**src/rtl/frame_pkg.sv**
```systemverilog
//##########################################################################
// frame_pkg
// string framing on the serial link: delimiter character and count,
// state encodings of the transmit framer and the receive deframer
//##########################################################################
package frame_pkg;

	localparam logic [7:0] DELIM_CHAR  = 8'h26;	// '&'
	localparam int         DELIM_COUNT = 2;		// on each side of the payload

	// one-hot, transmit framer
	typedef enum logic [4:0] {
		TX_IDLE      = 5'b00001,
		TX_LEAD      = 5'b00010,
		TX_PAYLOAD   = 5'b00100,
		TX_TRAIL     = 5'b01000,
		TX_WAIT_LAST = 5'b10000	// last '&' on the line
	} tx_state_t;

	// receive deframer
	typedef enum logic [1:0] {
		RX_HUNT  = 2'd0,
		RX_LEAD2 = 2'd1,
		RX_BODY  = 2'd2,
		RX_AMP   = 2'd3	// one '&' seen inside the body
	} rx_state_t;

endpackage

```
**src/rtl/frame_tx.sv**
```systemverilog
//##########################################################################
// frame_tx
// transmit framer, sends "&&", the payload and "&&" one byte at a time
//##########################################################################
module frame_tx #(
	parameter int MAX_CHARS = 137
) (
	input  logic                   sys_clk,
	input  logic                   sys_rst_n,
	input  logic [MAX_CHARS*8-1:0] tx_string,
	input  logic [7:0]             tx_length,
	input  logic                   tx_req,
	output logic                   tx_busy,
	output logic                   tx_done,
	output logic [7:0]             byte_data,
	output logic                   byte_req,
	input  logic                   byte_done
);
	import frame_pkg::*;

	localparam int DCNT_W = $clog2(DELIM_COUNT + 1);

	tx_state_t              state;
	logic [MAX_CHARS*8-1:0] str_q;
	logic [7:0]             len_q;	// clamped to MAX_CHARS
	logic [7:0]             idx;	// next payload character
	logic [DCNT_W-1:0]      delim_cnt;	// delimiters issued on this side
	logic                   accept;

	assign tx_done = (state == TX_WAIT_LAST) && byte_done;
	assign tx_busy = (state != TX_IDLE) && !tx_done;
	assign accept  = tx_req && !tx_busy;

	always_ff @(posedge sys_clk) begin
		if (accept) begin
			str_q <= tx_string;
		end
	end

	always_ff @(posedge sys_clk or negedge sys_rst_n) begin
		if (!sys_rst_n) begin
			state     <= TX_IDLE;
			len_q     <= '0;
			idx       <= '0;
			delim_cnt <= '0;
			byte_data <= '0;
			byte_req  <= 1'b0;
		end else begin
			byte_req <= 1'b0;
			if (accept) begin
				state     <= TX_LEAD;
				len_q     <= (tx_length > MAX_CHARS) ? 8'(MAX_CHARS) : tx_length;
				delim_cnt <= DCNT_W'(1);
				byte_data <= DELIM_CHAR;
				byte_req  <= 1'b1;
			end else if (byte_done) begin
				byte_req <= (state != TX_WAIT_LAST);
				case (state)
					TX_LEAD: begin
						if (delim_cnt < DELIM_COUNT) begin
							delim_cnt <= delim_cnt + 1'b1;
							byte_data <= DELIM_CHAR;
						end else if (len_q == '0) begin
							state     <= TX_TRAIL;	// empty payload
							delim_cnt <= DCNT_W'(1);
							byte_data <= DELIM_CHAR;
						end else begin
							state     <= TX_PAYLOAD;
							idx       <= 8'd1;
							byte_data <= str_q[7:0];
						end
					end
					TX_PAYLOAD: begin
						if (idx < len_q) begin
							idx       <= idx + 1'b1;
							byte_data <= str_q[idx*8 +: 8];
						end else begin
							state     <= TX_TRAIL;
							delim_cnt <= DCNT_W'(1);
							byte_data <= DELIM_CHAR;
						end
					end
					TX_TRAIL: begin
						delim_cnt <= delim_cnt + 1'b1;
						byte_data <= DELIM_CHAR;
						if (delim_cnt == DCNT_W'(DELIM_COUNT - 1)) begin
							state <= TX_WAIT_LAST;
						end
					end
					default: begin
						state <= TX_IDLE;	// last byte_done, also seen as tx_done
					end
				endcase
			end
		end
	end

endmodule

```
**config.mk**
```make
export PLATFORM = sky130hd
export DESIGN_NAME = frame_tx
export DESIGN_NICKNAME = d
export VERILOG_FILES = /design/src/rtl/frame_pkg.sv /design/src/rtl/frame_tx.sv
export SDC_FILE = /design/constraint.sdc
export NUM_CORES = 1
export LEC_CHECK = 0
export BUFFER_PORTS_ARGS = -buffer_cell sky130_fd_sc_hd__buf_2
export CAP_MARGIN = 20
export CORE_AREA = 2 2 439 441
export CTS_CLUSTER_SIZE = 10
export DETAILED_ROUTE_END_ITERATION = 6
export DIE_AREA = 0 0 441 443
export GPL_TIMING_DRIVEN = 0
export PLACE_DENSITY_LB_ADDON = 0.08
export SYNTH_ARGS = -nofsm -noshare
export SYNTH_HDL_FRONTEND = slang
export SYNTH_SLANG_ARGS = --single-unit
```
**constraint.sdc**
```tcl
create_clock -name sys_clk -period 73.7 [get_ports sys_clk]
set_clock_uncertainty 0.2 [all_clocks]
set_input_delay 3.685 -clock sys_clk [delete_from_list [all_inputs] [get_ports sys_clk]]
set_output_delay 3.685 -clock sys_clk [all_outputs]
set_load 0.005 [all_outputs]
```
* Word-level counts from Yosys, hierarchy flattened
Index checks and enable logic that the tools add are counted.
Storage, ports and cells: bits in registers 1128, input port bits 1108, word-level logic and storage cells 67, output and inout bits 11
Cells by class: shifts and indexed selects 1, bitwise operators 1, order comparisons 3, reductions and logical operators 13, $add $sub $neg 2, eq/ne operators 14, muxes and demuxes 26
Operators with widths (count):
- $shiftx 1096x12->8 | 1
- $mux 8 | 9
- $mux 5 | 5
- $pmux 8 s3 | 1
- $pmux 8 s2 | 1
- $pmux 5 s3 | 1
- $mux 2 | 5
- $ne 3x3->1 const B | 3
- $add 8x1->8 const B | 1
- $gt 8x8->1 const B | 1
- $logic_not 8->1 | 1
- $lt 8x8->1 | 1
- $reduce_and 4->1 | 2
- $ne 2x2->1 const B | 3
- $pmux 2 s3 | 1
- $reduce_and 6->1 | 1
- $eq 5x2->1 const B | 1
- $eq 5x3->1 const B | 1
- $eq 5x4->1 const B | 1
- $eq 5x5->1 const B | 1
- $ne 5x1->1 const B | 1
- $ne 5x5->1 const B | 1
- $mux 4 | 1
- $ne 4x4->1 const B | 1
- 10 further kinds | 15

* Logic depth before layout (Yosys ltp)
Gate-level depths: netlist of the first run.
word-level depth 8, mapped depth 12, mapped depth without buffers 9

* Worst setup path after synthesis of the first run
OpenSTA, ideal clock, no wires.
path type in2reg, from input port byte_done, to register len_q[3], library setup time 1.393 ns, setup slack 37.331 ns, path buffers 2, required time 72.107 ns, arrival time 34.776 ns, stages on the path 6, path through and3b_1 o2111ai_1 clkbuf_1 inv_1 clkbuf_1 a31oi_1
On the way: longest elaborated chain between the ends 5
Ends and longest elaborated chain:
- start: declaration | line frame_tx.sv:17 | input logic byte_done
- $logic_and 1x1->1 | line frame_tx.sv:30 | assign tx_done = (state == TX_WAIT_LAST) && byte_done;
- $logic_not 1->1 | line frame_tx.sv:31 | assign tx_busy = (state != TX_IDLE) && !tx_done;
- $logic_and 1x1->1 | line frame_tx.sv:31
- $logic_not 1->1 | line frame_tx.sv:32 | assign accept = tx_req && !tx_busy;
- $logic_and 1x1->1 | line frame_tx.sv:32
- named net accept | line frame_tx.sv:28 | logic accept;
- end signal: assignment | line frame_tx.sv:52 | len_q <= (tx_length > MAX_CHARS) ? 8'(MAX_CHARS) : tx_length;
- end: declaration | line frame_tx.sv:25 | logic [7:0] len_q;
The timed path passes the listed nets, and every way through them passes these cells. A chain may end at the register's enable or synchronous reset.

* Final worst setup path of the first run
from input port byte_done, to output port tx_busy
On the way: longest elaborated chain between the ends 3
Ends and longest elaborated chain:
- $logic_and 1x1->1 | line frame_tx.sv:30
- $logic_not 1->1 | line frame_tx.sv:31
- $logic_and 1x1->1 | line frame_tx.sv:31
- end: declaration | line frame_tx.sv:13 | output logic tx_busy,
Every way passes these cells.

==> impl_results.rst, run 1 <==
.. list-table::
   :header-rows: 1

   * - Metric
     - Value
   * - Proportion of power drawn by the clock network
     - 0.296
   * - Worst Setup Slack, final
     - roughly 65000 ps
   * - Net switching power of the design
     - 0.000734 W
   * - Number of enable flip-flop cells after synthesis
     - 1096
   * - Crit share post-route
     - 0.113
   * - Wire length of the first global-routing pass
     - 280000 um
   * - DRT Pass-1 Iters
     - 5
   * - Die Footprint
     - about 200000 um2
   * - Unrepaired setup endpoints after global routing
     - no
   * - Required time at the worst-slack endpoint
     - 69820 ps
   * - Post-synthesis adder-cell area fraction
     - 0.00285
   * - Worst slew margin
     - 0.222
   * - Most instantiated cells after synthesis
     - sky130_fd_sc_hd__edfxtp_1 (1096), sky130_fd_sc_hd__mux4_2 (226), sky130_fd_sc_hd__mux2i_1 (132), sky130_fd_sc_hd__nand2_1 (54), sky130_fd_sc_hd__a22oi_1 (51)
   * - Max Fclk
     - between 100 and 150 MHz
   * - Launch instance of the worst register-to-register path
     - idx[1]$_DFFE_PN0P_
   * - Synth top area share
     - 0.749
   * - Deepest level of the CTS H-tree
     - 4
   * - Critical-path top delay cell
     - sky130_fd_sc_hd__and3b_1
   * - Sequential share of the synthesized area
     - 0.767
   * - Post-CTS Setup Inserts
     - 0
   * - Final-report max-slew violation count
     - 0
   * - Post-cts hold buffer count
     - 0
   * - Post-Synth XOR/XNOR Area
     - 0.00140
   * - Remaining number of nets flagged by the antenna check after routing
     - 0
   * - Path type of the worst setup path
     - in2out
   * - Switching fraction of total power
     - 0.336
   * - Maximum resistive drop on vdd
     - 0.0000193 V
   * - Seq pwr share
     - 0.417
   * - Mean instance size in the synthesized netlist
     - 21.1 um2
   * - Delay of the slowest cell on the worst path
     - roughly 190 ps
   * - Cell repeated most along the worst path
     - sky130_fd_sc_hd__buf_2
   * - Compound-gate portion of the synthesized area
     - 0.0389
   * - Dominant combinational cell family by area after synthesis
     - multiplexers
   * - Register-to-Register Setup Slack
     - 68450 ps
   * - Most used flip-flop cell after synthesis
     - sky130_fd_sc_hd__edfxtp_1
   * - Cell types with the largest area share after synthesis
     - sky130_fd_sc_hd__edfxtp_1 (75%), sky130_fd_sc_hd__mux4_2 (12%), sky130_fd_sc_hd__mux2i_1 (3.0%)
   * - Crit-path cells
     - buf_2 > and3b_1 > o211ai_1 > buf_2
   * - Class of the most critical hold timing path
     - reg2reg
   * - Port Buffer Count
     - 1118
   * - Quantity of gates resized following cts
     - 0
   * - Die Y-Extent
     - 443 um
   * - DP Worst Slack
     - 65410 ps
   * - Total power per unit cell area
     - 37.8 nW/um2
   * - Number of warnings issued by yosys
     - 0
   * - Final critical-path required period
     - 8290 ps
   * - Simple-gate share of the synthesized area
     - 0.0232
   * - Initial core utilization
     - 0.230
   * - Maximum clock insertion buffer count
     - 3
   * - Share of synthesized area spent on multiplexers
     - 0.149
   * - Yosys reg bits
     - 1128
   * - Share of layout cells above drive strength 1
     - 0.477
   * - Final #Nets
     - 4503
   * - Start point of the worst min-delay path
     - byte_data[6]$_DFFE_PN0P_
   * - Sort of element at the end of the critical path
     - output port
   * - Final Util
     - 0.303
   * - Combinational group share of total power
     - 0.287
   * - Routed vias
     - between 20000 and 30000
   * - Clock tree from TritonCTS
     - built
   * - Library cells used by synthesis
     - 72
   * - Mapped Cells
     - 2082
   * - Outcome
     - complete, no violations
   * - Later-pin clock latency in the skew report
     - around 790 ps
   * - Final-report hold violation count
     - 0
   * - Final WL
     - 219000 um
   * - Via count of the first global-routing pass
     - 28528
   * - Netlist area before placement
     - 43900 um2
   * - Area of the core
     - 191000 um2
   * - # IOs
     - 1119
   * - Initial antenna violation count
     - 298
   * - Library cell with the largest summed area after synthesis
     - sky130_fd_sc_hd__edfxtp_1
   * - Worst setup SP type
     - primary input
   * - Crit path arrival time
     - 4410 ps
   * - Filler cell count
     - 19037
   * - Clk slew on worst S/H paths
     - around 60 ps
   * - Area Growth Syn to Fin
     - 31.8%
   * - Placer congestion estimate
     - 0.797
   * - Post-DR wirelength/cell
     - 36.2 um
   * - Grt ovf
     - 0
   * - Largest net degree at the start of global routing
     - 64
   * - Largest driver fanout on the critical path
     - 8
   * - Aggregate negative setup slack
     - 0 ps
   * - Vias per inst
     - about 4.6
   * - Count of routing violations after the opening detailed-route iteration
     - 2075
   * - Dpl hpwl
     - 173000 um
   * - Max Cap Violations
     - 0
   * - Fraction of synthesis flops using an asynchronous set or reset pin
     - 0.0284
   * - Internal power contribution
     - between 0.001 and 0.0015 W
   * - Site Rows
     - 161
   * - Most frequent cell after synthesis
     - sky130_fd_sc_hd__edfxtp_1
   * - Die boundary width
     - between 400 and 500 um
   * - Synthesized net count
     - 3200
   * - Number of remaining DRC errors
     - 0
   * - Worst setup path startpoint
     - byte_done
   * - Global-route total usage across every layer
     - 0.221
   * - Clock Tree Root
     - sky130_fd_sc_hd__clkbuf_16
   * - Setup-violating endpoint count in the final report
     - 0
   * - Leakage power total
     - 21.2 nW
   * - Measured slew at the worst slew-check pin
     - 1170 ps
   * - Number of buffers created by CTS
     - 144
   * - Clock sinks
     - 1128
[metal layers]
metal,up-vias,wire length (um),track usage
met4,118,6340,0.0478
met2,1363,113000,0.399
li1,11494,-,-
met3,633,14800,0.0612
met1,14076,84200,0.258
met5,-,713,0
[critical path: cells and delay by family]
kind                   cells  cell delay [ps]
buffers and inverters      2              350
AND/OR/NAND/NOR            1              190
AO/OA/AOI/OAI              1              190
[flip-flops by register name, summed over array words and instances (netlist names)]
name	cells
byte_req	1
idx	8
delim_cnt	2
str_q	1096
byte_data	8
len_q	8
state	5
[cells in the final DEF, fill, tap and decap left out, types with 31 or more instances in the layout]
cell type,count
sky130_fd_sc_hd__diode_2,66
sky130_fd_sc_hd__o21ai_0,32
sky130_fd_sc_hd__clkbuf_1,65
sky130_fd_sc_hd__nand2_1,54
sky130_fd_sc_hd__a22oi_1,51
sky130_fd_sc_hd__edfxtp_1,1096
sky130_fd_sc_hd__clkbuf_16,147
sky130_fd_sc_hd__mux4_2,226
sky130_fd_sc_hd__buf_2,1157
sky130_fd_sc_hd__dfrtp_1,31
sky130_fd_sc_hd__mux2i_1,132
sky130_fd_sc_hd__nor2_1,44
[per-stage QoR]
step                      hold slack [ps]  instance area, um2  power, W  cells
final                                 327               57900   0.00219   6068
after global routing                  360               57800   0.00228   6034
after CTS                             331               57700   0.00224   6002
after detailed placement              318               53600   0.00158   5765
after global placement                308               52700   0.00191   5726
after floorplan                       266               43900   0.00143   2082
[cell families (layout without fill, tap and decap cells)]
kind of cell | count (synthesis) | count (layout)
adders and majority gates | 10 | 10
AOI/OAI and AO/OA | 239 | 239
xor gates and xnor gates | 7 | 7
muxes | 369 | 369
buffers and inverters | 125 | 1519
DFF | 1128 | 1128
and+or+nand+nor | 204 | 204
other | 0 | 66
[worst paths after layout]
path,end,cells past startpoint
worst max register to register,byte_data[2]$_DFFE_PN0P_,11
worst min-delay path,byte_data[6]$_DFFE_PN0P_,2
min in group asynchronous,len_q[0]$_DFFE_PN0P_,1
worst max-delay path,tx_busy,4
worst min register to register,byte_data[6]$_DFFE_PN0P_,2
max in group asynchronous,byte_data[6]$_DFFE_PN0P_,1
[power by group through the flow]
stage	clock network (W)	registers [W]	logic, W
2_1_floorplan	0	0.00113	0.000296
3_3_place_gp	0	0.00129	0.000618
3_5_place_dp	0	0.000926	0.000653
4_1_cts	0.000669	0.000914	0.000655
5_1_grt	0.000692	0.000924	0.000667
6_report	0.000647	0.000912	0.000628
[final cells by class]
cell class                 instances  area, um2  share of cell area
clock buffer                     194       3870              0.0669
inverter                          16       60.1             0.00104
tap                             2526       3160              0.0546
buffer                           109        731              0.0126
multi-input combinational        829       9480               0.164
antenna                           66        165             0.00285
timing repair buffer            1157       6450               0.111
clock inverter                    43        280             0.00484
sequential                      1128      33700               0.582
No activity file was read; power rests on OpenSTA's default activity.
==> run 2, diff against run 1 <==
==> constraint.sdc (replaced) <==
create_clock -name sys_clk -period 8.6 [get_ports sys_clk]
set_clock_uncertainty 0.2 [all_clocks]
set_input_delay 0.43 -clock sys_clk [delete_from_list [all_inputs] [get_ports sys_clk]]
set_output_delay 0.43 -clock sys_clk [all_outputs]
set_load 0.005 [all_outputs]
==> impl_results.rst, run 2 (same netlist as run 1, synthesis figures left out) <==
.. list-table::
   :header-rows: 1

   * - Metric
     - Value
   * - Outcome
     - complete, no violations (unchanged)
   * - Sort of element at the end of the critical path
     - flip-flop (was output port)
   * - Deepest level of the CTS H-tree
     - 4 (unchanged)
   * - Post-DR wirelength/cell
     - 31.2 um (was 36.2 um)
   * - Final #Nets
     - 5601 (was 4503)
   * - Seq pwr share
     - 0.409 (was 0.417)
   * - Proportion of power drawn by the clock network
     - 0.294 (was 0.296)
   * - Final critical-path required period
     - 5230 ps
   * - Worst setup SP type
     - flip-flop (was primary input)
   * - Area of the core
     - 191000 um2 (unchanged)
   * - Clk slew on worst S/H paths
     - 60 ps (about the same)
   * - Final Util
     - 0.359 (was 0.303)
   * - Number of buffers created by CTS
     - 144 (unchanged)
   * - Critical R2R Capture
     - byte_data[2]$_DFFE_PN0P_ (unchanged)
   * - Maximum clock insertion buffer count
     - 3 (unchanged)
   * - Grt ovf
     - 0 (unchanged)
   * - Leakage power total
     - 25.6 nW (was 21.2 nW)
   * - Worst slew margin
     - 0.228 (was 0.222)
   * - Dpl cells
     - 5752 (was 5765)
   * - Clock tree from TritonCTS
     - built (unchanged)
   * - Initial antenna violation count
     - 73 (was 298)
   * - Critical-path top delay cell
     - sky130_fd_sc_hd__nor3_1 (was sky130_fd_sc_hd__and3b_1)
   * - Filler cell count
     - 18576 (was 19037)
   * - Final-layout worst hold slack
     - 126 ps (was 327 ps)
   * - Clock Tree Root
     - sky130_fd_sc_hd__clkbuf_16 (unchanged)
   * - # IOs
     - 1119 (unchanged)
   * - Register-to-Register Setup Slack
     - 3370 ps (was 68450 ps)
   * - Die Y-Extent
     - 443 um (unchanged)
   * - Max Fclk
     - 191 MHz
   * - Combinational group share of total power
     - 0.296 (was 0.287)
   * - Unrepaired setup endpoints after global routing
     - no (unchanged)
   * - Final-report hold violation count
     - 0 (unchanged)
   * - Length in cells of the worst reg-to-reg path
     - 11 (unchanged)
   * - Post-CTS Setup Inserts
     - 0 (unchanged)
   * - DRT Pass-1 Iters
     - 7 (was 5)
   * - Measured slew at the worst slew-check pin
     - 1160 ps (was 1170 ps)
   * - Site Rows
     - 161 (unchanged)
   * - Count of routing violations after the opening detailed-route iteration
     - 2015 (was 2075)
   * - Required time at the worst-slack endpoint
     - 9070 ps (was 69820 ps)
   * - Most frequent standard cell in the layout excluding fill and tap cells
     - sky130_fd_sc_hd__buf_2 (unchanged)
   * - Routed vias
     - 30805 (was 27684)
   * - Port Buffer Count
     - 1118 (unchanged)
   * - Clock sinks
     - 1128 (unchanged)
   * - Crit share post-route
     - 0.608
   * - Die boundary width
     - 441 um (unchanged)
   * - Via count of the first global-routing pass
     - 34251 (was 28528)
   * - Max Cap Violations
     - 0 (unchanged)
   * - Setup-violating endpoint count in the final report
     - 0 (unchanged)
   * - Final Instance Count excl. Fillers
     - 7147 (was 6068)
   * - Dpl hpwl
     - 170000 um (was 173000 um)
   * - Share of layout cells above drive strength 1
     - 0.361 (was 0.477)
   * - Maximum resistive drop on vdd
     - 0.000201 V (was 0.0000193 V)
   * - Area Growth Syn to Fin
     - 56.3% (was 31.8%)
   * - Largest register FFs
     - 1096 (unchanged)
   * - Crit path arrival time
     - 5700 ps (was 4410 ps)
   * - Later-pin clock latency in the skew report
     - 810 ps (was 790 ps)
   * - Path type of the worst setup path
     - reg2reg (was in2out)
   * - Delay of the slowest cell on the worst path
     - 680 ps (was 190 ps)
   * - Final-report max-slew violation count
     - 0 (unchanged)
   * - Largest net degree at the start of global routing
     - 175 (was 64)
   * - Internal power contribution
     - 0.0127 W (was 0.00145 W)
   * - Vias per inst
     - 4.31 (was 4.56)
   * - Top register by number of flip-flops
     - str_q (unchanged)
   * - Largest driver fanout on the critical path
     - 10 (was 8)
   * - Highest-count cells in the layout ignoring fill and taps
     - sky130_fd_sc_hd__buf_2 (1156), sky130_fd_sc_hd__dlygate4sd3_1 (1111), sky130_fd_sc_hd__edfxtp_1 (1096), sky130_fd_sc_hd__mux4_2 (226), sky130_fd_sc_hd__clkbuf_16 (148) (was sky130_fd_sc_hd__buf_2 (1157), sky130_fd_sc_hd__edfxtp_1 (1096), sky130_fd_sc_hd__mux4_2 (226), sky130_fd_sc_hd__clkbuf_16 (147), sky130_fd_sc_hd__mux2i_1 (132))
   * - Die Footprint
     - 195000 um2 (unchanged)
   * - Placer congestion estimate
     - 0.798 (was 0.797)
   * - Number of remaining DRC errors
     - 0 (unchanged)
   * - Global-route total usage across every layer
     - 0.224 (was 0.221)
   * - Switching fraction of total power
     - 0.337 (was 0.336)
   * - Remaining number of nets flagged by the antenna check after routing
     - 0 (unchanged)
   * - Wire length of the first global-routing pass
     - 294000 um (was 280000 um)
   * - Class of the most critical hold timing path
     - in2async (was reg2reg)
   * - Crit-path cells
     - buf_4 > buf_2 > buf_4 > buf_2 > mux4_2 > mux2i_1 > o21ai_0 > nor3_1 > a31oi_1 > a211oi_1 > nor2_1 (was buf_2 > and3b_1 > o211ai_1 > buf_2)
   * - Final WL
     - 223000 um (was 219000 um)
   * - Total power per unit cell area
     - 279 nW/um2 (was 37.8 nW/um2)
   * - Net switching power of the design
     - 0.00647 W (was 0.000734 W)
   * - Initial core utilization
     - 0.230 (unchanged)
   * - Launch instance of the worst register-to-register path
     - idx[1]$_DFFE_PN0P_ (unchanged)
-- run 2: worst max-delay path by stage --
stage | endpoint | slack, ps | cells past startpoint | startpoint
after floorplan | len_q[3]$_DFFE_PN0P_ | 2130 | 6 | state[0]$_DFFE_PN1P_
after global placement | str_q[850]$_DFFE_PP_ | -1130 | 6 | byte_done
after detailed placement | byte_data[2]$_DFFE_PN0P_ | 3130 | 11 | idx[1]$_DFFE_PN0P_
after CTS | byte_data[2]$_DFFE_PN0P_ | 3130 | 11 | idx[1]$_DFFE_PN0P_
after global routing | byte_data[2]$_DFFE_PN0P_ | 3080 | 11 | idx[1]$_DFFE_PN0P_
final | byte_data[2]$_DFFE_PN0P_ | 3370 | 11 | idx[1]$_DFFE_PN0P_
-- run 2: metal layers --
layer	GRT usage	vias up	wire length, um
met2	0.408	998	117000
met1	0.272	15884	90600
met3	0.0423	249	10600
met5	0	-	108
li1	-	13654	-
met4	0.0506	20	4580
-- run 2: worst max-delay path, delay by kind of cell, from the launching register on --
kind                   cells  cell delay, ps
buffers and inverters      4            1750
flip-flops                 1             410
multiplexers               2             740
AND/OR/NAND/NOR            2             750
AO/OA/AOI/OAI              3            1240
-- run 2: power by group through the flow --
stage          sequential (W)  clock (W)  combinational, W
3_5_place_dp          0.00796          0           0.00543
4_1_cts               0.00786    0.00582           0.00592
5_1_grt               0.00794    0.00602           0.00604
6_report              0.00785    0.00564           0.00568
3_3_place_gp          0.00841          0           0.00526
2_1_floorplan         0.00802          0           0.00253
-- run 2: through the flow --
step | TNS [ps] | area [um2] | setup WS (ps) | total power [W]
2_1_floorplan | 0 | 43900 | 2130 | 0.0106
3_3_place_gp | -925430 | 52700 | -1130 | 0.0137
3_5_place_dp | 0 | 53300 | 3130 | 0.0134
4_1_cts | 0 | 68600 | 3130 | 0.0196
5_1_grt | 0 | 68700 | 3080 | 0.0200
6_report | 0 | 68700 | 3370 | 0.0192
-- run 2: cell type report --
type | instances | area, um2 | share of cell area
repair buffers | 2255 | 17200 | 0.251
multi-input cells | 829 | 9490 | 0.138
diodes | 42 | 105 | 0.00153
well taps | 2526 | 3160 | 0.0460
plain buffers | 109 | 744 | 0.0108
inverters | 16 | 60.1 | 0.000874
clock inverters | 43 | 318 | 0.00463
clock buffers | 199 | 3890 | 0.0567
flip-flops and latches | 1128 | 33700 | 0.491
-- run 2: what timing repair did --
action | in CTS | in global routing
hold endpoints to repair | 1144 | 0
hold buffers | 1111 | 0
resized for setup | 0 | 0
==> run 3, diff against run 2 <==
==> constraint.sdc (replaced) <==
create_clock -name sys_clk -period 5 [get_ports sys_clk]
set_clock_uncertainty 0.2 [all_clocks]
set_input_delay 0.25 -clock sys_clk [delete_from_list [all_inputs] [get_ports sys_clk]]
set_output_delay 0.25 -clock sys_clk [all_outputs]
set_load 0.005 [all_outputs]
==> impl_results.rst, run 3 <==
.. list-table::
   :header-rows: 1

   * - Metric
     - Value
   * - Outcome
     - aborted with a tool error (was complete, no violations)
   * - Stage where the flow stopped
     - clock tree synthesis
   * - Tool Error
     - [ERROR RSZ-0060] Max buffer count reached.
   * - Mean instance size in the synthesized netlist
     - 21.1 um2 (unchanged)
   * - Maximum clock insertion buffer count
     - 3 (unchanged)
   * - Clock Tree Root
     - sky130_fd_sc_hd__clkbuf_16 (unchanged)
   * - Mapped Cells
     - 2082 (unchanged)
   * - Dpl hpwl
     - 170000 um (about the same)
   * - Synth top area share
     - 0.749 (unchanged)
   * - Cell types with the largest area share after synthesis
     - sky130_fd_sc_hd__edfxtp_1 (75%), sky130_fd_sc_hd__mux4_2 (12%), sky130_fd_sc_hd__mux2i_1 (3.0%) (unchanged)
   * - Most used flip-flop cell after synthesis
     - sky130_fd_sc_hd__edfxtp_1 (unchanged)
   * - Post-cts hold buffer count
     - 1197 (was 1111)
   * - Port Buffer Count
     - 1118 (unchanged)
   * - # IOs
     - 1119 (unchanged)
   * - Most frequent cell after synthesis
     - sky130_fd_sc_hd__edfxtp_1 (unchanged)
   * - Netlist area before placement
     - 43900 um2 (unchanged)
   * - Library cells used by synthesis
     - 72 (unchanged)
   * - Deepest level of the CTS H-tree
     - 4 (unchanged)
   * - Fraction of synthesis flops using an asynchronous set or reset pin
     - 0.0284 (unchanged)
   * - Post-CTS Setup Inserts
     - 0 (unchanged)
   * - Most instantiated cells after synthesis
     - sky130_fd_sc_hd__edfxtp_1 (1096), sky130_fd_sc_hd__mux4_2 (226), sky130_fd_sc_hd__mux2i_1 (132), sky130_fd_sc_hd__nand2_1 (54), sky130_fd_sc_hd__a22oi_1 (51) (unchanged)
   * - Synthesized net count
     - 3200 (unchanged)
   * - Die Y-Extent
     - 443 um (unchanged)
   * - Library cell with the largest summed area after synthesis
     - sky130_fd_sc_hd__edfxtp_1 (unchanged)
   * - Site Rows
     - 161 (unchanged)
   * - Quantity of gates resized following cts
     - 8 (was 0)
   * - Placer congestion estimate
     - 0.783 (was 0.798)
   * - Die boundary width
     - 441 um (unchanged)
   * - Number of warnings issued by yosys
     - 0 (unchanged)
   * - Number of buffers created by CTS
     - 142 (was 144)
   * - Clock sinks
     - 1128 (unchanged)
   * - Initial core utilization
     - 0.230 (unchanged)
   * - Sequential share of the synthesized area
     - 0.767 (unchanged)
   * - Yosys reg bits
     - 1128 (unchanged)
   * - Number of enable flip-flop cells after synthesis
     - 1096 (unchanged)
run 3: cell counts after synthesis:
No cell type changed its count.
run 3: per-stage QoR:
| stage | instances | cell area [um2] | setup slack (ps) | TNS, ps |
|---|---|---|---|---|
| after floorplan | 2082 | 44000 | 375 | 0 |
| after detailed placement | 5752 | 53300 | -691 | -2350 |
| after global placement | 5726 | 52700 | -1820 | -1652130 |
run 3: kinds of logic after synthesis:
kind of cell / after synthesis / synth area share
AOI/OAI and AO/OA: 239 / 0.0389
xor gates and xnor gates: 7 / 0.00140
adders and majority gates: 10 / 0.00285
buffers and inverters: 125 / 0.0177
DFF: 1128 / 0.767
muxes: 369 / 0.149
and+or+nand+nor: 204 / 0.0232
==> run 4, diff against run 3 <==
--- a/config.mk
+++ b/config.mk
@@ -7,12 +7,11 @@
 export LEC_CHECK = 0
 export BUFFER_PORTS_ARGS = -buffer_cell sky130_fd_sc_hd__buf_2
 export CAP_MARGIN = 20
-export CORE_AREA = 2 2 439 441
-export CTS_CLUSTER_SIZE = 10
+export CORE_AREA = 2 2 472 474
 export DETAILED_ROUTE_END_ITERATION = 6
-export DIE_AREA = 0 0 441 443
+export DIE_AREA = 0 0 474 476
 export GPL_TIMING_DRIVEN = 0
-export PLACE_DENSITY_LB_ADDON = 0.08
+export PLACE_DENSITY_LB_ADDON = 0.15
 export SYNTH_ARGS = -nofsm -noshare
 export SYNTH_HDL_FRONTEND = slang
 export SYNTH_SLANG_ARGS = --single-unit
==> impl_results.rst, run 4 <==
.. list-table::
   :header-rows: 1

   * - Metric
     - Value
   * - Outcome
     - aborted with a tool error (unchanged)
   * - Stage where the flow stopped
     - clock tree synthesis (unchanged)
   * - Tool Error
     - [ERROR RSZ-0060] Max buffer count reached. (unchanged)
   * - Die Y-Extent
     - 476 um (was 443 um)
   * - Die boundary width
     - 474 um (was 441 um)
   * - Clock sinks
     - 1128 (unchanged)
   * - Maximum clock insertion buffer count
     - 3 (unchanged)
   * - Fraction of synthesis flops using an asynchronous set or reset pin
     - 0.0284 (unchanged)
   * - Post-cts hold buffer count
     - 1294 (was 1197)
   * - Netlist area before placement
     - 43900 um2 (unchanged)
   * - Deepest level of the CTS H-tree
     - 4 (unchanged)
   * - Yosys reg bits
     - 1128 (unchanged)
   * - Clock Tree Root
     - sky130_fd_sc_hd__clkbuf_16 (unchanged)
   * - # IOs
     - 1119 (unchanged)
   * - Post-CTS Setup Inserts
     - 0 (unchanged)
   * - Library cells used by synthesis
     - 72 (unchanged)
   * - Mapped Cells
     - 2082 (unchanged)
   * - Synthesized net count
     - 3200 (unchanged)
   * - Port Buffer Count
     - 1118 (unchanged)
   * - Most frequent cell after synthesis
     - sky130_fd_sc_hd__edfxtp_1 (unchanged)
   * - Quantity of gates resized following cts
     - 14 (was 8)
   * - Sequential share of the synthesized area
     - 0.767 (unchanged)
   * - Most used flip-flop cell after synthesis
     - sky130_fd_sc_hd__edfxtp_1 (unchanged)
   * - Mean instance size in the synthesized netlist
     - 21.1 um2 (unchanged)
   * - Number of buffers created by CTS
     - 144 (was 142)
   * - Number of warnings issued by yosys
     - 0 (unchanged)
   * - Dpl hpwl
     - 181000 um (was 170000 um)
   * - DP Worst Slack
     - -838 ps (was -691 ps)
   * - Site Rows
     - 173 (was 161)
   * - Synth top area share
     - 0.749 (unchanged)
   * - Cell types with the largest area share after synthesis
     - sky130_fd_sc_hd__edfxtp_1 (75%), sky130_fd_sc_hd__mux4_2 (12%), sky130_fd_sc_hd__mux2i_1 (3.0%) (unchanged)
   * - Library cell with the largest summed area after synthesis
     - sky130_fd_sc_hd__edfxtp_1 (unchanged)
   * - Number of enable flip-flop cells after synthesis
     - 1096 (unchanged)
   * - Initial core utilization
     - 0.199 (was 0.230)
   * - Most instantiated cells after synthesis
     - sky130_fd_sc_hd__edfxtp_1 (1096), sky130_fd_sc_hd__mux4_2 (226), sky130_fd_sc_hd__mux2i_1 (132), sky130_fd_sc_hd__nand2_1 (54), sky130_fd_sc_hd__a22oi_1 (51) (unchanged)
   * - Placer congestion estimate
     - 0.795 (was 0.783)
## run 4: cell counts after synthesis
No cell type changed its count.
## run 4: cell families after synthesis
kind of cell / Yosys count / share of synthesized area
AO/OA/AOI/OAI: 239 / 0.0389
flip-flops: 1128 / 0.767
adder cells (fa/ha/maj): 10 / 0.00285
XOR/XNOR: 7 / 0.00140
buffers and inverters: 125 / 0.0177
AND/OR/NAND/NOR: 204 / 0.0232
multiplexers: 369 / 0.149
## run 4: metrics by stage
| stage | utilization | instances | area (um2) |
|---|---|---|---|
| detailed placement | 0.244 | 6202 | 53800 |
| floorplan | - | 2082 | 44000 |
| global placement | 0.241 | 6175 | 53300 |
